File: config.mk
export PLATFORM = sky130hd
export DESIGN_NAME = krv_periph
export DESIGN_NICKNAME = d
export VERILOG_FILES = /design/src/design/krv_periph_pkg.sv /design/src/design/rst_sync.sv /design/src/design/ahb_decoder.sv /design/src/design/gpio.sv /design/src/design/kplic.sv /design/src/design/core_timer.sv /design/src/design/krv_periph.sv
export SDC_FILE = /design/constraint.sdc
export NUM_CORES = 1
export LEC_CHECK = 0
export BUFFER_PORTS_ARGS = -buffer_cell sky130_fd_sc_hd__buf_4
export CORE_MARGIN = 4
export CORE_UTILIZATION = 60
export CTS_BUF_LIST = sky130_fd_sc_hd__clkbuf_4 sky130_fd_sc_hd__clkbuf_8 sky130_fd_sc_hd__clkbuf_16
export CTS_CLUSTER_SIZE = 30
export DETAILED_ROUTE_END_ITERATION = 7
export PLACE_DENSITY = 0.81
export SLEW_MARGIN = 20
export SYNTH_ARGS = -nofsm -noshare
export SYNTH_HDL_FRONTEND = slang
export SYNTH_SLANG_ARGS = --single-unit
File: constraint.sdc
create_clock -name hclk -period 8.3 [get_ports hclk]
set_clock_uncertainty 0.2 [all_clocks]
set_input_delay 0.415 -clock hclk [delete_from_list [all_inputs] [get_ports hclk]]
set_output_delay 0.415 -clock hclk [all_outputs]
set_load 0.01 [all_outputs]
File: src/design/krv_periph_pkg.sv
`default_nettype none

package krv_periph_pkg;

	// Bus and pin widths
	localparam int AHB_ADDR_WIDTH = 32;
	localparam int AHB_DATA_WIDTH = 32;
	localparam int GPIO_WIDTH     = 8;
	// Claim holds index plus one, zero means nothing pending
	localparam int CLAIM_WIDTH    = $clog2(GPIO_WIDTH + 1);

	// Transfer codes in use
	localparam logic [1:0] HTRANS_IDLE   = 2'b00;
	localparam logic [1:0] HTRANS_NONSEQ = 2'b10;

	// Slave region field of haddr
	localparam int REGION_MSB = 15;
	localparam int REGION_LSB = 12;

	localparam logic [3:0] REGION_GPIO  = 4'd0;
	localparam logic [3:0] REGION_KPLIC = 4'd1;
	localparam logic [3:0] REGION_TIMER = 4'd2;

	// Word offset field of haddr
	localparam int OFS_MSB = 3;
	localparam int OFS_LSB = 2;

	localparam logic [1:0] GPIO_OUT_OFS = 2'd0;
	localparam logic [1:0] GPIO_IN_OFS  = 2'd1;

	localparam logic [1:0] KPLIC_ENABLE_OFS  = 2'd0;
	localparam logic [1:0] KPLIC_PENDING_OFS = 2'd1;
	localparam logic [1:0] KPLIC_CLAIM_OFS   = 2'd2;

	localparam logic [1:0] MTIME_LO_OFS    = 2'd0;
	localparam logic [1:0] MTIME_HI_OFS    = 2'd1;
	localparam logic [1:0] MTIMECMP_LO_OFS = 2'd2;
	localparam logic [1:0] MTIMECMP_HI_OFS = 2'd3;

	localparam logic [63:0] MTIMECMP_RESET = '1;

	// Machine time, counted as one word, accessed by halves
	// half[1] is the high word, half[0] the low word
	typedef union packed {
		logic [63:0]                    full;
		logic [1:0][AHB_DATA_WIDTH-1:0] half;
	} mtime_u;

endpackage

`default_nettype wire

File: src/design/rst_sync.sv
`timescale 1ns/1ps
`default_nettype none

module rst_sync (
	input  logic hclk,
	input  logic arst_n,
	output logic hresetn
);

	logic [1:0] sync_q;

	// Assert at once, release after two edges
	always_ff @(posedge hclk or negedge arst_n) begin
		if (!arst_n) begin
			sync_q <= 2'b00;
		end else begin
			sync_q <= {sync_q[0], 1'b1};
		end
	end

	assign hresetn = sync_q[1];

endmodule

`default_nettype wire

File: src/design/ahb_decoder.sv
`timescale 1ns/1ps
`default_nettype none

module ahb_decoder (
	input  logic                                     hclk,
	input  logic                                     hresetn,
	input  logic [krv_periph_pkg::AHB_ADDR_WIDTH-1:0] haddr,
	input  logic [1:0]                               htrans,
	output logic                                     gpio_sel,
	output logic                                     kplic_sel,
	output logic                                     timer_sel,
	input  logic [krv_periph_pkg::AHB_DATA_WIDTH-1:0] gpio_rdata,
	input  logic [krv_periph_pkg::AHB_DATA_WIDTH-1:0] kplic_rdata,
	input  logic [krv_periph_pkg::AHB_DATA_WIDTH-1:0] timer_rdata,
	output logic [krv_periph_pkg::AHB_DATA_WIDTH-1:0] hrdata,
	output logic                                     hready,
	output logic                                     hresp
);

	logic       addr_phase;
	logic [3:0] region;
	logic       unmapped;

	// Data phase owner flags
	logic dp_gpio;
	logic dp_kplic;
	logic dp_timer;

	// First and second cycle of the error response
	logic err_first;
	logic err_second;

	assign addr_phase = (htrans == krv_periph_pkg::HTRANS_NONSEQ) && hready;
	assign region     = haddr[krv_periph_pkg::REGION_MSB:krv_periph_pkg::REGION_LSB];

	assign gpio_sel  = addr_phase && (region == krv_periph_pkg::REGION_GPIO);
	assign kplic_sel = addr_phase && (region == krv_periph_pkg::REGION_KPLIC);
	assign timer_sel = addr_phase && (region == krv_periph_pkg::REGION_TIMER);
	assign unmapped  = addr_phase && !(gpio_sel || kplic_sel || timer_sel);

	// Selects already carry hready, so load every cycle
	always_ff @(posedge hclk or negedge hresetn) begin
		if (!hresetn) begin
			dp_gpio    <= 1'b0;
			dp_kplic   <= 1'b0;
			dp_timer   <= 1'b0;
			err_first  <= 1'b0;
			err_second <= 1'b0;
		end else begin
			dp_gpio    <= gpio_sel;
			dp_kplic   <= kplic_sel;
			dp_timer   <= timer_sel;
			err_first  <= unmapped;
			err_second <= err_first;
		end
	end

	// Read mux, zero for an error or an idle data phase
	always_comb begin
		hrdata = '0;
		if (dp_gpio) begin
			hrdata = gpio_rdata;
		end else if (dp_kplic) begin
			hrdata = kplic_rdata;
		end else if (dp_timer) begin
			hrdata = timer_rdata;
		end
	end

	assign hready = !err_first;
	assign hresp  = err_first || err_second;

	// Two-cycle error response
	a_err_two_cycle: assert property (
		@(posedge hclk) disable iff (!hresetn)
		(hresp && !hready) |=> (hresp && hready)
	);

endmodule

`default_nettype wire

File: src/design/gpio.sv
`timescale 1ns/1ps
`default_nettype none

module gpio (
	input  logic                                     hclk,
	input  logic                                     hresetn,
	input  logic                                     gpio_sel,
	input  logic [krv_periph_pkg::AHB_ADDR_WIDTH-1:0] haddr,
	input  logic                                     hwrite,
	input  logic [krv_periph_pkg::AHB_DATA_WIDTH-1:0] hwdata,
	output logic [krv_periph_pkg::AHB_DATA_WIDTH-1:0] gpio_rdata,
	input  logic [krv_periph_pkg::GPIO_WIDTH-1:0]     gpio_in,
	output logic [krv_periph_pkg::GPIO_WIDTH-1:0]     gpio_out,
	output logic [krv_periph_pkg::GPIO_WIDTH-1:0]     gpio_sync
);

	localparam int PAD = krv_periph_pkg::AHB_DATA_WIDTH - krv_periph_pkg::GPIO_WIDTH;

	logic                                  dp_sel;
	logic                                  dp_write;
	logic [1:0]                            dp_ofs;
	logic [krv_periph_pkg::GPIO_WIDTH-1:0] in_meta;

	always_ff @(posedge hclk) begin
		if (gpio_sel) begin
			dp_write <= hwrite;
			dp_ofs   <= haddr[krv_periph_pkg::OFS_MSB:krv_periph_pkg::OFS_LSB];
		end
	end

	always_ff @(posedge hclk or negedge hresetn) begin
		if (!hresetn) begin
			dp_sel    <= 1'b0;
			gpio_out  <= '0;
			in_meta   <= '0;
			gpio_sync <= '0;
		end else begin
			dp_sel    <= gpio_sel;
			// Pins are asynchronous to hclk
			in_meta   <= gpio_in;
			gpio_sync <= in_meta;
			if (dp_sel && dp_write && (dp_ofs == krv_periph_pkg::GPIO_OUT_OFS)) begin
				gpio_out <= hwdata[krv_periph_pkg::GPIO_WIDTH-1:0];
			end
		end
	end

	always_comb begin
		case (dp_ofs)
			krv_periph_pkg::GPIO_OUT_OFS: gpio_rdata = {{PAD{1'b0}}, gpio_out};
			krv_periph_pkg::GPIO_IN_OFS:  gpio_rdata = {{PAD{1'b0}}, gpio_sync};
			default:                      gpio_rdata = '0;
		endcase
	end

endmodule

`default_nettype wire

File: src/design/kplic.sv
`timescale 1ns/1ps
`default_nettype none

module kplic (
	input  logic                                     hclk,
	input  logic                                     hresetn,
	input  logic                                     kplic_sel,
	input  logic [krv_periph_pkg::AHB_ADDR_WIDTH-1:0] haddr,
	input  logic                                     hwrite,
	input  logic [krv_periph_pkg::AHB_DATA_WIDTH-1:0] hwdata,
	input  logic [krv_periph_pkg::GPIO_WIDTH-1:0]     gpio_sync,
	output logic [krv_periph_pkg::AHB_DATA_WIDTH-1:0] kplic_rdata,
	output logic                                     kplic_int
);

	localparam int SRC_PAD   = krv_periph_pkg::AHB_DATA_WIDTH - krv_periph_pkg::GPIO_WIDTH;
	localparam int CLAIM_PAD = krv_periph_pkg::AHB_DATA_WIDTH - krv_periph_pkg::CLAIM_WIDTH;

	logic                                   dp_sel;
	logic                                   dp_write;
	logic [1:0]                             dp_ofs;
	logic [krv_periph_pkg::GPIO_WIDTH-1:0]  enable;
	logic [krv_periph_pkg::GPIO_WIDTH-1:0]  pending;
	logic [krv_periph_pkg::CLAIM_WIDTH-1:0] claim;

	always_ff @(posedge hclk) begin
		if (kplic_sel) begin
			dp_write <= hwrite;
			dp_ofs   <= haddr[krv_periph_pkg::OFS_MSB:krv_periph_pkg::OFS_LSB];
		end
	end

	always_ff @(posedge hclk or negedge hresetn) begin
		if (!hresetn) begin
			dp_sel <= 1'b0;
			enable <= '0;
		end else begin
			dp_sel <= kplic_sel;
			if (dp_sel && dp_write && (dp_ofs == krv_periph_pkg::KPLIC_ENABLE_OFS)) begin
				enable <= hwdata[krv_periph_pkg::GPIO_WIDTH-1:0];
			end
		end
	end

	// Level sources, no latching
	assign pending   = enable & gpio_sync;
	assign kplic_int = |pending;

	// Scan from the top so the lowest pending source wins
	always_comb begin
		claim = '0;
		for (int i = krv_periph_pkg::GPIO_WIDTH - 1; i >= 0; i--) begin
			if (pending[i]) begin
				claim = krv_periph_pkg::CLAIM_WIDTH'(i + 1);
			end
		end
	end

	always_comb begin
		case (dp_ofs)
			krv_periph_pkg::KPLIC_ENABLE_OFS:  kplic_rdata = {{SRC_PAD{1'b0}}, enable};
			krv_periph_pkg::KPLIC_PENDING_OFS: kplic_rdata = {{SRC_PAD{1'b0}}, pending};
			krv_periph_pkg::KPLIC_CLAIM_OFS:   kplic_rdata = {{CLAIM_PAD{1'b0}}, claim};
			default:                           kplic_rdata = '0;
		endcase
	end

	a_int_has_claim: assert property (
		@(posedge hclk) disable iff (!hresetn)
		kplic_int |-> (claim != '0)
	);

endmodule

`default_nettype wire

File: src/design/core_timer.sv
`timescale 1ns/1ps
`default_nettype none

module core_timer (
	input  logic                                     hclk,
	input  logic                                     hresetn,
	input  logic                                     timer_sel,
	input  logic [krv_periph_pkg::AHB_ADDR_WIDTH-1:0] haddr,
	input  logic                                     hwrite,
	input  logic [krv_periph_pkg::AHB_DATA_WIDTH-1:0] hwdata,
	output logic [krv_periph_pkg::AHB_DATA_WIDTH-1:0] timer_rdata,
	output logic                                     core_timer_int
);

	logic                  dp_sel;
	logic                  dp_write;
	logic [1:0]            dp_ofs;
	logic                  wr_en;
	krv_periph_pkg::mtime_u mtime;
	krv_periph_pkg::mtime_u mtimecmp;

	always_ff @(posedge hclk) begin
		if (timer_sel) begin
			dp_write <= hwrite;
			dp_ofs   <= haddr[krv_periph_pkg::OFS_MSB:krv_periph_pkg::OFS_LSB];
		end
	end

	assign wr_en = dp_sel && dp_write;

	always_ff @(posedge hclk or negedge hresetn) begin
		if (!hresetn) begin
			dp_sel <= 1'b0;
		end else begin
			dp_sel <= timer_sel;
		end
	end

	// Free-running count, a half write takes the place of the increment
	always_ff @(posedge hclk or negedge hresetn) begin
		if (!hresetn) begin
			mtime.full <= '0;
		end else if (wr_en && (dp_ofs == krv_periph_pkg::MTIME_LO_OFS)) begin
			mtime.half[0] <= hwdata;
		end else if (wr_en && (dp_ofs == krv_periph_pkg::MTIME_HI_OFS)) begin
			mtime.half[1] <= hwdata;
		end else begin
			mtime.full <= mtime.full + 64'd1;
		end
	end

	always_ff @(posedge hclk or negedge hresetn) begin
		if (!hresetn) begin
			mtimecmp.full <= krv_periph_pkg::MTIMECMP_RESET;
		end else if (wr_en && (dp_ofs == krv_periph_pkg::MTIMECMP_LO_OFS)) begin
			mtimecmp.half[0] <= hwdata;
		end else if (wr_en && (dp_ofs == krv_periph_pkg::MTIMECMP_HI_OFS)) begin
			mtimecmp.half[1] <= hwdata;
		end
	end

	// One cycle behind the compare
	always_ff @(posedge hclk or negedge hresetn) begin
		if (!hresetn) begin
			core_timer_int <= 1'b0;
		end else begin
			core_timer_int <= (mtime.full >= mtimecmp.full);
		end
	end

	always_comb begin
		case (dp_ofs)
			krv_periph_pkg::MTIME_LO_OFS:    timer_rdata = mtime.half[0];
			krv_periph_pkg::MTIME_HI_OFS:    timer_rdata = mtime.half[1];
			krv_periph_pkg::MTIMECMP_LO_OFS: timer_rdata = mtimecmp.half[0];
			default:                         timer_rdata = mtimecmp.half[1];
		endcase
	end

	// Compare starts at all ones, so no interrupt right after reset
	a_no_int_after_reset: assert property (
		@(posedge hclk)
		$rose(hresetn) |-> !core_timer_int [*2]
	);

endmodule

`default_nettype wire

File: src/design/krv_periph.sv
`timescale 1ns/1ps
`default_nettype none

module krv_periph (
	input  logic                                     hclk,
	input  logic                                     arst_n,
	input  logic [krv_periph_pkg::AHB_ADDR_WIDTH-1:0] haddr,
	input  logic [1:0]                               htrans,
	input  logic                                     hwrite,
	input  logic [krv_periph_pkg::AHB_DATA_WIDTH-1:0] hwdata,
	output logic [krv_periph_pkg::AHB_DATA_WIDTH-1:0] hrdata,
	output logic                                     hready,
	output logic                                     hresp,
	input  logic [krv_periph_pkg::GPIO_WIDTH-1:0]     gpio_in,
	output logic [krv_periph_pkg::GPIO_WIDTH-1:0]     gpio_out,
	output logic                                     core_timer_int,
	output logic                                     kplic_int
);

	logic                                     hresetn;
	logic                                     gpio_sel;
	logic                                     kplic_sel;
	logic                                     timer_sel;
	logic [krv_periph_pkg::AHB_DATA_WIDTH-1:0] gpio_rdata;
	logic [krv_periph_pkg::AHB_DATA_WIDTH-1:0] kplic_rdata;
	logic [krv_periph_pkg::AHB_DATA_WIDTH-1:0] timer_rdata;
	logic [krv_periph_pkg::GPIO_WIDTH-1:0]     gpio_sync;

	rst_sync u_rst_sync (
		.hclk    (hclk),
		.arst_n  (arst_n),
		.hresetn (hresetn)
	);

	ahb_decoder u_ahb_decoder (
		.hclk        (hclk),
		.hresetn     (hresetn),
		.haddr       (haddr),
		.htrans      (htrans),
		.gpio_sel    (gpio_sel),
		.kplic_sel   (kplic_sel),
		.timer_sel   (timer_sel),
		.gpio_rdata  (gpio_rdata),
		.kplic_rdata (kplic_rdata),
		.timer_rdata (timer_rdata),
		.hrdata      (hrdata),
		.hready      (hready),
		.hresp       (hresp)
	);

	gpio u_gpio (
		.hclk       (hclk),
		.hresetn    (hresetn),
		.gpio_sel   (gpio_sel),
		.haddr      (haddr),
		.hwrite     (hwrite),
		.hwdata     (hwdata),
		.gpio_rdata (gpio_rdata),
		.gpio_in    (gpio_in),
		.gpio_out   (gpio_out),
		.gpio_sync  (gpio_sync)
	);

	// Interrupt sources are the synchronized GPIO inputs
	kplic u_kplic (
		.hclk        (hclk),
		.hresetn     (hresetn),
		.kplic_sel   (kplic_sel),
		.haddr       (haddr),
		.hwrite      (hwrite),
		.hwdata      (hwdata),
		.gpio_sync   (gpio_sync),
		.kplic_rdata (kplic_rdata),
		.kplic_int   (kplic_int)
	);

	core_timer u_core_timer (
		.hclk           (hclk),
		.hresetn        (hresetn),
		.timer_sel      (timer_sel),
		.haddr          (haddr),
		.hwrite         (hwrite),
		.hwdata         (hwdata),
		.timer_rdata    (timer_rdata),
		.core_timer_int (core_timer_int)
	);

endmodule

`default_nettype wire

# --- Word-level counts from Yosys, hierarchy flattened ---
# Cells that the tools add are included.
totals:
  latch_bits: 0
  romBits: 0
  ram_bits: 0
  register_bits: 177
  n_memories: 0
  inputBits: 77
op_classes:
  mul: 0
  n_reduce_logical: 25
  add_sub_neg: 1
  div_mod_pow: 0
  n_shift: 0
  n_mux: 17
  bitwise: 2
  eq_ne: 10
  order_cmp: 1
op_table:
  columns: ["cell", "n"]
  rows:
  - ["32-bit 2-to-1 mux", 6]
  - ["32-bit case mux with 3 select lines", 1]
  - ["64-bit by 1-bit adder with 64-bit output, second input constant", 1]
  - ["64-bit >= comparator", 1]
  - ["4-bit 2-to-1 mux", 8]
  - ["8-bit case mux with 3 select lines", 1]
  - ["8-bit case mux with 2 select lines", 1]
  - ["1-bit logical AND", 14]
  - ["8-bit AND", 1]
  - ["2-bit equality test, second input constant", 4]
  - ["8-bit OR reduction", 1]
  - ["2-bit by 1-bit equality test with 1-bit output, second input constant", 3]
  - ["2-bit logical NOT", 3]
  - ["4-bit by 1-bit equality test with 1-bit output, second input constant", 1]
  - ["4-bit by 2-bit equality test with 1-bit output, second input constant", 1]
  - ["4-bit logical NOT", 1]
  - ["1-bit logical OR", 3]
  - ["1-bit logical NOT", 2]
  - ["2-bit by 1-bit != test with 1-bit output, second input constant", 1]
  - ["2-bit AND reduction", 1]
  - ["1-bit NOT", 1]

# --- Longest topological paths before layout ---
# Gate-level depths: netlist of run 1.
logic_depth:
  ltp_word: 12
  depth_mapped: 8
  ltp_nobuf: 8

# --- Hierarchy ---
# From an unflattened synthesis of run 1, not the netlist that was laid out.
unflattened:
  hier_cells: 1217
  area_unflattened_um2: 11990.2
modules_own_cells:
  columns: ["mod", "cells_each", "instances", "area_per_inst_um2"]
  rows:
  - ["core_timer", 884, 1, 8833.5]
  - ["gpio", 81, 1, 1188.6]
  - ["ahb_decoder", 160, 1, 1057.3]
  - ["kplic", 89, 1, 857.1]
  - ["rst_sync", 3, 1, 53.8]

# --- Least setup slack after synthesis of run 1 ---
# Ideal clock, no wire load.
synth_path:
  path_kind: "register to output"
  from: "register u_core_timer.dp_ofs[0]"
  to: "output port hrdata[2] in the netlist's numbering"
  arrival_ns: 1.876
  required_ns: 7.685
  path_slack_ns: 5.809
  stages_incl_launch_ff: 6
  cell_sequence: "edfxtp_1 > clkbuf_1 > buf_1 > mux4_1 > a21oi_1 > nand2_1"
synth_between:
  elab_chain_len: 5
  word_cells_on_any_way: 7
  cone_classes: "eq/ne: 2; mux: 4; reduce/logical: 1"
synth_rtl:
  columns: ["item", "line", "source"]
  rows:
  - ["from (decl)", "core_timer.sv:17", "logic [1:0] dp_ofs;"]
  - ["from (signal assigned)", "core_timer.sv:25", "dp_ofs <= haddr[krv_periph_pkg::OFS_MSB:krv_periph_pkg::OFS_LSB];"]
  - ["2-bit equality test, or another cell as far along", "core_timer.sv:72", "case (dp_ofs)"]
  - ["32-bit case mux with 3 select lines *", "core_timer.sv:72", null]
  - ["32-bit 2-to-1 mux *", "ahb_decoder.sv:65", "end else if (dp_timer) begin"]
  - ["32-bit 2-to-1 mux *", "ahb_decoder.sv:63", "end else if (dp_kplic) begin"]
  - ["32-bit 2-to-1 mux *", "ahb_decoder.sv:61", "if (dp_gpio) begin"]
  - ["to (decl)", "krv_periph.sv:11", "output logic [krv_periph_pkg::AHB_DATA_WIDTH-1:0] hrdata,"]
# Every way passes the cells marked *; elsewhere a longest branch is shown, timed or not.

# --- Worst setup path after layout of run 1 ---
layout_path:
  from: "register u_core_timer.dp_ofs[1]"
  to: "register u_core_timer.mtime[45] in the netlist's numbering"
layout_between:
  elab_chain_len: 3
  word_cells_on_any_way: 5
  cone_classes: "eq/ne: 1; mux: 1; reduce/logical: 3"
layout_rtl:
  columns: ["item", "line", "source"]
  rows:
  - ["2-bit by 1-bit equality test with 1-bit output", "core_timer.sv:45", "end else if (wr_en && (dp_ofs == krv_periph_pkg::MTIME_HI_OFS)) begin"]
  - ["1-bit logical AND", "core_timer.sv:45", null]
  - ["32-bit 2-to-1 mux", "core_timer.sv:45", null]
  - ["to (decl)", "core_timer.sv:19", "krv_periph_pkg::mtime_u mtime;"]
# Parallel ways exist; a longest one is shown, timed or not.
# A chain may end at the register's enable or synchronous reset.

==> summary.txt, run 1 <==
Status
  – Status: completed

Final layout
  – Commonest non-fill, non-tap cell in the layout: buf_4
  – Post-layout nets: 1290
  – Fillers: 1247
  – Layout cells sized above 1: 28.8%
  – Finished Layout Cells: 1387
  – Final core utilization: 71.4%
  – Most frequent cells in the layout: 107 x buf_4, 103 x dfrtp_1, 80 x mux2_2
  – Fin area: 0.0125 mm2
  – P&R area growth vs syn: 15.3%

Power and ir drop
  – Leakage power figure: 5.41 nW
  – Int Pwr: 1.59 mW
  – Power per cell area: 178 mW/mm2
  – Power Total: 2.22 mW
  – Peak supply drop: 0.159 mV
  – Combinational power share: 14.2%
  – Sw frac: 28.4%
  – Sw Pwr: 0.631 mW
  – Clock power frac: 38.4%
  – Flop pwr share: 47.3%

Synth
  – Syn Std Cell Area: 0.0108 mm2
  – Ys async rst share: 94.9%
  – Mapped Cells: 1056
  – Total of warnings raised by yosys: 0
  – Area share of the largest cell type after synthesis: 24.0%
  – Flops & latches, synth: 177
  – Post-synth cell types: 65
  – Post-synth EDFFs: 9
  – Largest cells by area after synthesis: dfrtp_1 24%, dfstp_2 16%, mux2_2 8.3%
  – Main synth FF type: dfrtp_1
  – Post-synth top area cell: dfrtp_1
  – Syn Nets: 1198
  – Synth Area per Inst: 10.2 um2
  – Post-synthesis sequential area ratio: 42.1%

Timing
  – Fmax: 302 MHz
  – RSZ-0062 raised after global routing: false
  – Setup violations, final: 0
  – Least-Margin Pin Slew: 1050 ps
  – Hold slack: 7.82 ps
  – Relative slew slack: 29.7%
  – Post-route clock period utilization: 39.9%
  – Final setup margin: 4990 ps
  – Tmin final: 3310 ps
  – Max-slew violations: 0
  – Final Hold Viols: 0
  – Total Neg Setup Slack: 0 ps

Hold path
  – Type of the worst min-delay path: input pin to flop

GRT
  – Largest net degree at the start of global routing: 65
  – Initial antenna violation count: 0
  – Number of global-route vias before repair: 9081
  – Global route overflow: 0
  – GRT Total Usage: 29.8%
  – First-pass GRT wire length: 47600 um

Die
  – Die ar.: 0.0203 mm2
  – Die Wd: 142 um
  – Io pins: 121
  – Die Y: 142 um
  – Initial core utilization: 61.9%
  – Placement Rows: 48
  – Core Box Area: 0.0175 mm2

Placement
  – Pre-CTS setup slack: 5100 ps
  – IO Port Bufs: 94
  – Detailed Place HPWL: 20900 um
  – DP Area: 0.0117 mm2
  – Routability congestion estimate: 0.927
  – Placed cells: 1341

Worst setup path
  – Critical Path AT: 3440 ps
  – Setup crit end kind: flop
  – Startpoint types: flop
  – Crit-path max FO: 54
  – Worst reg2reg startpoint: u_core_timer.dp_ofs[1]$_DFFE_PP_
  – Worst r2r dst: u_core_timer.mtime[45]$_DFFE_PN0N_
  – WP data required: 8430 ps
  – End of the critical path: u_core_timer.mtime[45]$_DFFE_PN0N_
  – FF-to-FF setup slack: 4990 ps
  – Crit Path Category: flop to flop
  – FF-to-FF path depth: 7
  – CP startpoint: u_core_timer.dp_ofs[1]$_DFFE_PP_

CTS
  – TritonCTS buffer count: 17
  – CTS Sinks: 177
  – Post-CTS Setup Repair Bufs: 0
  – Clk Latency, worst-skew pair: 450 ps
  – Htree depth: 4
  – Clock Pin Slew Worst Setup and Hold Paths: 70 ps
  – Post-CTS Resized: 0
  – Clk root buf: clkbuf_16
  – CTS tree: built
  – Clock buffer depth: 2

Detailed routing
  – Vias: 9283
  – Vias per cell: 6.69
  – First drt pass iteration count: 6
  – First DRT Iteration DRCs: 999
  – Routed WL: 29900 um
  – Residual DRC: 0
  – DR WL/cell: 21.5 um
  – Routed Antenna Nets: 0

Run
  – Max capacitance violation total: 0
-- synthesized netlist by cell type, drive strengths merged (14+ instances only) --
cell and number:
a21oi 53, o21ai 38, nand3 51, clkbuf 41, and3 14, mux4 32, a211oi 23, mux2 80
nand4 21, nor2b 31, nor3 39, nor2 79, o22ai 16, dfrtp 104, inv 76, dfstp 64
nand2 73, ha 65
-- cells by family after synthesis --
| family | Yosys count | synth area share [%] |
|---|---|---|
| buffers and inverters | 123 | 4.29 |
| AOI/OAI and AO/OA | 209 | 12.9 |
| and+or+nand+nor | 359 | 17.2 |
| adders and majority gates | 65 | 7.51 |
| muxes | 122 | 15.9 |
| DFF | 177 | 42.1 |
| other | 1 | 0.0346 |
-- power groups by stage --
| stage | logic, mW | registers (mW) | clock network, mW |
|---|---|---|---|
| CTS | 0.314 | 1.05 | 0.860 |
| floorplan | 0.209 | 1.04 | 0 |
| global placement | 0.291 | 1.06 | 0 |
| global route | 0.352 | 1.06 | 0.901 |
| finish | 0.317 | 1.05 | 0.855 |
| detailed placement | 0.305 | 1.06 | 0 |
-- layer usage --
| metal | track usage [%] | routed length [um] | vias to the layer above |
|---|---|---|---|
| li1 | - | - | 4139 |
| met1 | 41.2 | 12200 | 4582 |
| met2 | 47.3 | 14200 | 498 |
| met3 | 6.42 | 2800 | 64 |
| met4 | 9.70 | 680 | 0 |
| met5 | 0 | 0 | - |
-- sequential cells by signal, summed over array words and instances (netlist names), 2 cells and up --
register and cells:
u_gpio.dp_ofs 2, u_rst_sync.sync_q 2, u_gpio.gpio_sync 8, u_gpio.gpio_out 8, u_core_timer.mtime 64, u_gpio.in_meta 8, u_core_timer.mtimecmp 64, u_core_timer.dp_ofs 2
u_kplic.dp_ofs 2, u_kplic.enable 8
-- what timing repair did --
item,CTS,global route
hold endpoints to repair,19,0
setup endpoints to repair,0,0
hold buffers,12,0
-- worst min-delay path by stage --
stage / slack [ps] / depth (start not counted) / endpoint / from
CTS: 8 / 3 / u_ahb_decoder.err_first$_DFF_PN0_ / htrans[1]
floorplan: -80 / 0 / u_rst_sync.sync_q[0]$_DFF_PN0_ / arst_n
detailed placement: 0.07 / 1 / u_rst_sync.sync_q[0]$_DFF_PN0_ / arst_n
global route: 6 / 3 / u_ahb_decoder.err_first$_DFF_PN0_ / htrans[1]
global placement: 1 / 1 / u_rst_sync.sync_q[0]$_DFF_PN0_ / arst_n
finish: 8 / 3 / u_ahb_decoder.err_first$_DFF_PN0_ / htrans[1]
-- worst max-delay path, cell delays in order (launching register included) --
cell	delay [ps]
edfxtp_1	330
buf_4	460
nand3b_2	220
buf_4	450
nand3_4	290
nor3_1	720
a21oi_1	170
a211o_1	300
-- final cells by class --
type / count / area (um2) / area share (%)
timing repair buffer: 120 / 935 / 7.49
sequential: 177 / 4560 / 36.5
multi-input combinational: 756 / 5800 / 46.5
clock buffer: 18 / 439 / 3.52
inverter: 76 / 285 / 2.29
antenna: 1 / 2.50 / 0.0200
clock inverter: 14 / 178 / 1.42
tap: 225 / 282 / 2.26
No activity file was read; power rests on OpenSTA's default activity.
==> run 2: changes to the inputs <==
==> constraint.sdc (replaced) <==
create_clock -name hclk -period 3.19 [get_ports hclk]
set_clock_uncertainty 0.2 [all_clocks]
set_input_delay 0.1595 -clock hclk [delete_from_list [all_inputs] [get_ports hclk]]
set_output_delay 0.1595 -clock hclk [all_outputs]
set_load 0.01 [all_outputs]
==> run 2 against run 1 <==
Net effect:
- non-clock buffer count up 63
- highest routed layer unchanged
- combinational power rose to 2.9 times the previous value
- clock power rose to 2.6 times the previous value
- global-route usage up 1.2 points
==> summary.txt, run 2 (same netlist as run 1, synthesis figures left out) <==
Final layout
  – Largest registers: u_core_timer.mtime x64, u_core_timer.mtimecmp x64
  – N_diodes: 0
  – Fin area: 0.0131 mm2
  – Post-layout nets: 1353
  – P&R area growth vs syn: 20.9%
  – Most frequent cells in the layout: 128 x buf_4, 103 x dfrtp_1, 80 x mux2_2
  – Commonest non-fill, non-tap cell in the layout: buf_4
  – Layout cells sized above 1: 29.0%
  – Final core utilization: 74.9%

Die
  – Die Y: 142 um
  – Die Wd: 142 um
  – Die ar.: 0.0203 mm2
  – Placement Rows: 48
  – Core Box Area: 0.0175 mm2
  – Io pins: 121
  – Initial core utilization: 61.9%

Power and ir drop
  – Leakage power figure: 5.70 nW
  – Combinational power share: 15.4%
  – Int Pwr: 4.24 mW
  – Power per cell area: 449 mW/mm2
  – Flop pwr share: 46.4%
  – Peak supply drop: 0.405 mV
  – Clock power frac: 38.2%
  – Sw Pwr: 1.63 mW
  – Sw frac: 27.8%

Hold path
  – Min-delay src: haddr[14]
  – Worst hold path stage count: 4
  – Type of the worst min-delay path: input pin to flop
  – Hold Path End: u_core_timer.dp_write$_DFFE_PP_

Timing
  – Total Neg Setup Slack: 0 ps
  – RSZ-0062 raised after global routing: false
  – Setup violations, final: 0
  – Least-Margin Pin Slew: 785 ps
  – Final Hold Viols: 0
  – Hold slack: 41.8 ps
  – Tmin final: 2910 ps
  – Fmax: 344 MHz
  – Final setup margin: 285 ps
  – Relative slew slack: 47.7%
  – Max-slew violations: 0
  – Post-route clock period utilization: 91.1%

Worst setup path
  – Critical path's slowest cell: or3_1
  – Most used cell, CP: nor3_1
  – FF-to-FF path depth: 6
  – Largest stage delay on the critical path: 540 ps
  – Crit Path Category: flop to flop
  – WP data required: 3330 ps
  – Worst reg2reg startpoint: u_core_timer.mtime[16]$_DFFE_PN0P_
  – FF-to-FF setup slack: 280 ps
  – Setup crit end kind: flop
  – Worst r2r dst: u_core_timer.mtime[49]$_DFFE_PN0N_
  – Startpoint types: flop
  – Critical Path AT: 3050 ps
  – Cell Chain, Critical Path: nand3_1 -> nor3_1 -> nand2_1 -> or3_1 -> o311a_1 -> nor3_1
  – Crit-path max FO: 8

Detailed routing
  – Vias per cell: 6.57
  – Vias: 9516
  – DR WL/cell: 21.4 um
  – Residual DRC: 0
  – Routed Antenna Nets: 0
  – First drt pass iteration count: 6
  – First DRT Iteration DRCs: 1198
  – Routed WL: 31000 um

Run
  – Max capacitance violation total: 0

CTS
  – Post-CTS Resized: 0
  – Post-CTS Setup Repair Bufs: 0
  – Clock Pin Slew Worst Setup and Hold Paths: 70 ps
  – Clock buffer depth: 2
  – Htree depth: 4
  – CTS tree: built
  – Clk Latency, worst-skew pair: 430 ps
  – TritonCTS buffer count: 17
  – Hold-fix buffers, CTS: 54
  – CTS Sinks: 177
  – Clk root buf: clkbuf_16

GRT
  – Number of global-route vias before repair: 9312
  – Global route overflow: 0
  – First-pass GRT wire length: 49400 um
  – GRT Total Usage: 31.0%
  – Largest net degree at the start of global routing: 60
  – Initial antenna violation count: 0

Placement
  – DP Area: 0.0119 mm2
  – Routability congestion estimate: 0.919
  – Detailed Place HPWL: 21800 um
  – Pre-CTS setup slack: 367 ps
  – IO Port Bufs: 94

Status
  – Status: completed
==> run 2: power by group through the flow <==
stage               Combinational [mW]  Sequential (mW)  Clock [mW]
floorplan                        0.543             2.70           0
global placement                 0.789             2.74           0
detailed placement               0.828             2.75           0
CTS                              0.895             2.71        2.28
global route                      1.00             2.75        2.37
finish                           0.906             2.72        2.24
==> run 2: critical path: cells and delay by family (launching register included) <==
family           cells  cell delay (ps)
flip-flops           1              480
AO/OA/AOI/OAI        1              350
AND/OR/NAND/NOR      5             1780
==> run 2: worst max path at each step <==
stage	from	end	slack [ps]	cells past startpoint
2_1_floorplan	u_rst_sync.sync_q[1]$_DFF_PN0_	u_ahb_decoder.err_first$_DFF_PN0_	270	0
3_3_place_gp	u_core_timer.mtime[2]$_DFFE_PN0P_	u_core_timer.mtime[49]$_DFFE_PN0N_	510	6
3_5_place_dp	u_core_timer.mtime[16]$_DFFE_PN0P_	u_core_timer.mtime[49]$_DFFE_PN0N_	370	6
4_1_cts	u_core_timer.dp_ofs[0]$_DFFE_PP_	hrdata[21]	260	4
5_1_grt	u_core_timer.mtime[16]$_DFFE_PN0P_	u_core_timer.mtime[49]$_DFFE_PN0N_	70	6
6_report	u_core_timer.mtime[16]$_DFFE_PN0P_	u_core_timer.mtime[49]$_DFFE_PN0N_	280	6
==> run 2: layer usage <==
| metal | global-route usage, % | wire length [um] | share of wire (%) |
|---|---|---|---|
| met2 | 47.7 | 14400 | 46 |
| met5 | 0 | 0 | 0 |
| met3 | 6.49 | 2970 | 9.6 |
| met4 | 12.1 | 1010 | 3.3 |
| met1 | 43.6 | 12600 | 41 |
==> run 2: stage by stage <==
step           cells  power [mW]
2_1_floorplan   1056        3.24
3_3_place_gp    1363        3.53
6_report        1449        5.87
5_1_grt         1449        6.12
3_5_place_dp    1363        3.58
4_1_cts         1449        5.88
==> run 2: area by class of cell <==
class | instances | area [um2]
multi-input cells | 756 | 5800
fillers | 1178 | 4390
clock inverters | 13 | 171
repair buffers | 183 | 1520
inverters | 76 | 285
flip-flops and latches | 177 | 4560
clock buffers | 19 | 464
well taps | 225 | 282
==> run 3: changes to the inputs <==
--- a/config.mk
+++ b/config.mk
@@ -12,7 +12,8 @@
 export CTS_CLUSTER_SIZE = 30
 export DETAILED_ROUTE_END_ITERATION = 7
 export PLACE_DENSITY = 0.81
-export SLEW_MARGIN = 20
+export SKIP_CTS_REPAIR_TIMING = 1
 export SYNTH_ARGS = -nofsm -noshare
 export SYNTH_HDL_FRONTEND = slang
+export SYNTH_HIERARCHICAL = 1
 export SYNTH_SLANG_ARGS = --single-unit
==> run 3 against run 2 <==
Net effect:
- the flow now finishes with violations (hold timing)
- routed wire length increased by 8.6%
- fmax about the same
- critical path depth rose by 1
- die area up 10%
- register-to-register slack about the same
- critical endpoint is now u_core_timer/mtime[47]$_DFFE_PN0N_
- largest power group unchanged
- highest routed layer is now met5
==> summary.txt, run 3 <==
Worst setup path
  – Crit Path Category: flop to flop
  – Setup crit end kind: flop
  – Critical Path AT: 3040 ps
  – Startpoint types: flop
  – WP data required: 3330 ps
  – Crit-path max FO: 12

GRT
  – Initial antenna violation count: 1
  – Number of global-route vias before repair: 9309
  – Global route overflow: 0
  – Largest net degree at the start of global routing: 65
  – GRT Total Usage: 29.6%
  – First-pass GRT wire length: 51700 um

Run
  – Max capacitance violation total: 0

Synth
  – Synth Area per Inst: 9.85 um2
  – Post-synth EDFFs: 9
  – Ys async rst share: 95.0%
  – Most common library cells after synthesis: 138 x a21oi_1, 107 x dfrtp_1, 80 x inv_1, 79 x nor2_1, 71 x nand2_1
  – Post-synthesis sequential area ratio: 38.6%
  – Total of warnings raised by yosys: 6
  – Most instantiated library cell after synthesis: a21oi_1
  – Area share of the largest cell type after synthesis: 22.3%
  – Flops & latches, synth: 180
  – Syn Std Cell Area: 0.0120 mm2
  – Main synth FF type: dfrtp_1
  – Post-synth top area cell: dfrtp_1
  – Post-synth cell types: 73
  – Largest cells by area after synthesis: dfrtp_1 22%, dfstp_2 14%, ha_1 6.8%
  – Mapped Cells: 1217

Power and ir drop
  – Clock power frac: 36.1%
  – Int Pwr: 4.15 mW
  – Sw frac: 31.7%
  – Sw Pwr: 1.93 mW
  – Power Total: 6.07 mW
  – Peak supply drop: 0.442 mV
  – Power per cell area: 433 mW/mm2
  – Combinational power share: 17.8%
  – Leakage power figure: 6.16 nW
  – Flop pwr share: 46.1%

Detailed routing
  – Vias: 10300
  – First drt pass iteration count: 8
  – Vias per cell: 6.31
  – DR WL/cell: 20.6 um
  – Routed Antenna Nets: 0
  – Residual DRC: 0
  – Routed WL: 33600 um
  – First DRT Iteration DRCs: 1277

Die
  – Die Wd: 149 um
  – Die ar.: 0.0223 mm2
  – Die Y: 149 um
  – Io pins: 121
  – Placement Rows: 51
  – Core Box Area: 0.0196 mm2
  – Initial core utilization: 61.2%

Placement
  – Detailed Place HPWL: 23400 um
  – Routability congestion estimate: 0.956
  – Placed cells: 1544
  – Pre-CTS setup slack: 401 ps
  – IO Port Bufs: 94

Final layout
  – Commonest non-fill, non-tap cell in the layout: a21oi_1
  – Post-layout nets: 1494
  – Register area: 0.00463 mm2
  – Largest registers: u_core_timer/mtime x64, u_core_timer/mtimecmp x64
  – Fillers: 1401
  – Finished Layout Cells: 1630
  – Most frequent cells in the layout: 138 x a21oi_1, 126 x buf_4, 105 x dfrtp_1
  – P&R area growth vs syn: 17.0%
  – Layout cells sized above 1: 26.9%
  – N_diodes: 0
  – Multi-input gate area: 0.00659 mm2

CTS
  – Clk Latency, worst-skew pair: 440 ps
  – TritonCTS buffer count: 17
  – Clk root buf: clkbuf_16
  – Clock Pin Slew Worst Setup and Hold Paths: 80 ps
  – Htree depth: 4
  – CTS Sinks: 180
  – Clock buffer depth: 2
  – CTS tree: built

Timing
  – Total Neg Setup Slack: 0 ps
  – Max-slew violations: 0
  – Tmin final: 2910 ps
  – RSZ-0062 raised after global routing: false
  – Least-Margin Pin Slew: 1150 ps
  – Fmax: 344 MHz
  – Hold slack: -8.32 ps
  – Setup violations, final: 0
  – Final Hold Viols: 1
  – Post-route clock period utilization: 91.1%
  – Relative slew slack: 22.7%
  – Final setup margin: 285 ps

Status
  – Status: finished, violations left
  – Violated checks: hold timing

Hold path
  – Type of the worst min-delay path: input pin to flop
run 3: cell count changes after synthesis, moves of 8 or more:
cell | previous run | this run
buf_4 | 0 | 49
nand4_1 | 21 | 32
mux2_4 | 0 | 8
buf_2 | 2 | 16
nor2b_1 | 31 | 39
nor3_1 | 36 | 13
a21oi_1 | 53 | 138
mux2_2 | 80 | 70
nand3b_1 | 0 | 36
nand3_1 | 48 | 39
run 3: worst max-delay path: stages, from the launching register on:
cell and delay (ps):
dfrtp_1 470, nand3_1 280, nor4_2 330, buf_4 250, nand4_1 480, o31ai_1 400
a21oi_1 110, a311oi_1 280
run 3: logic make-up (layout without fill, tap and decap cells):
| logic type | count (synthesis) | in the layout | synth area share, % |
|---|---|---|---|
| flip-flops | 180 | 180 | 38.6 |
| other | 3 | 49 | 0.0939 |
| AND/OR/NAND/NOR | 379 | 379 | 17.8 |
| buffers and inverters | 193 | 295 | 7.93 |
| adder cells (fa/ha/maj) | 65 | 65 | 6.78 |
| multiplexers | 121 | 121 | 14.5 |
| AO/OA/AOI/OAI | 269 | 269 | 13.7 |
| XOR/XNOR | 7 | 7 | 0.511 |
run 3: layout make-up:
class                   count  share of cell area, %
multi-input cells         890                   47.0
inverters                  80                   2.14
well taps                 265                   2.36
repair buffers            183                   11.0
clock buffers              18                   3.21
clock inverters            14                   1.22
flip-flops and latches    180                   33.0
run 3: power by group through the flow:
stage	logic [mW]	clock network [mW]	registers (mW)
2_1_floorplan	0.688	0	2.76
3_3_place_gp	0.960	0	2.81
3_5_place_dp	0.993	0	2.83
4_1_cts	1.01	2.22	2.79
5_1_grt	1.20	2.32	2.83
6_report	1.08	2.19	2.80
run 3: final timing paths:
check / to / from / cells past startpoint / slack, ps
max in group asynchronous: u_core_timer/mtimecmp[53]$_DFFE_PN1P_ / u_rst_sync/sync_q[1]$_DFF_PN0_ / 1 / 1810
min in group asynchronous: u_ahb_decoder/err_second$_DFF_PN0_ / u_rst_sync/sync_q[1]$_DFF_PN0_ / 0 / 160
min: u_ahb_decoder/err_first$_DFF_PN0_ / htrans[1] / 3 / -8
min reg2reg: u_rst_sync/sync_q[1]$_DFF_PN0_ / u_rst_sync/sync_q[0]$_DFF_PN0_ / 0 / 150
max reg2reg: u_core_timer/mtime[47]$_DFFE_PN0N_ / u_core_timer/mtime[2]$_DFFE_PN0P_ / 7 / 280
max: u_core_timer/mtime[47]$_DFFE_PN0N_ / u_core_timer/mtime[2]$_DFFE_PN0P_ / 7 / 280
run 3: through the flow:
stage,area (um2),util (%)
3_3_place_gp,12900,65.7
5_1_grt,14000,71.6
2_1_floorplan,12200,-
6_report,14000,71.6
4_1_cts,13500,68.8
3_5_place_dp,12900,65.7
run 3: metal layers:
layer / wire length, um / vias up / global-route usage, %
met2: 15800 / 574 / 45.6
met4: 603 / 2 / 6.73
li1: - / 4630 / -
met3: 3550 / 64 / 7.63
met1: 13700 / 5016 / 42.6
met5: 9 / - / 0
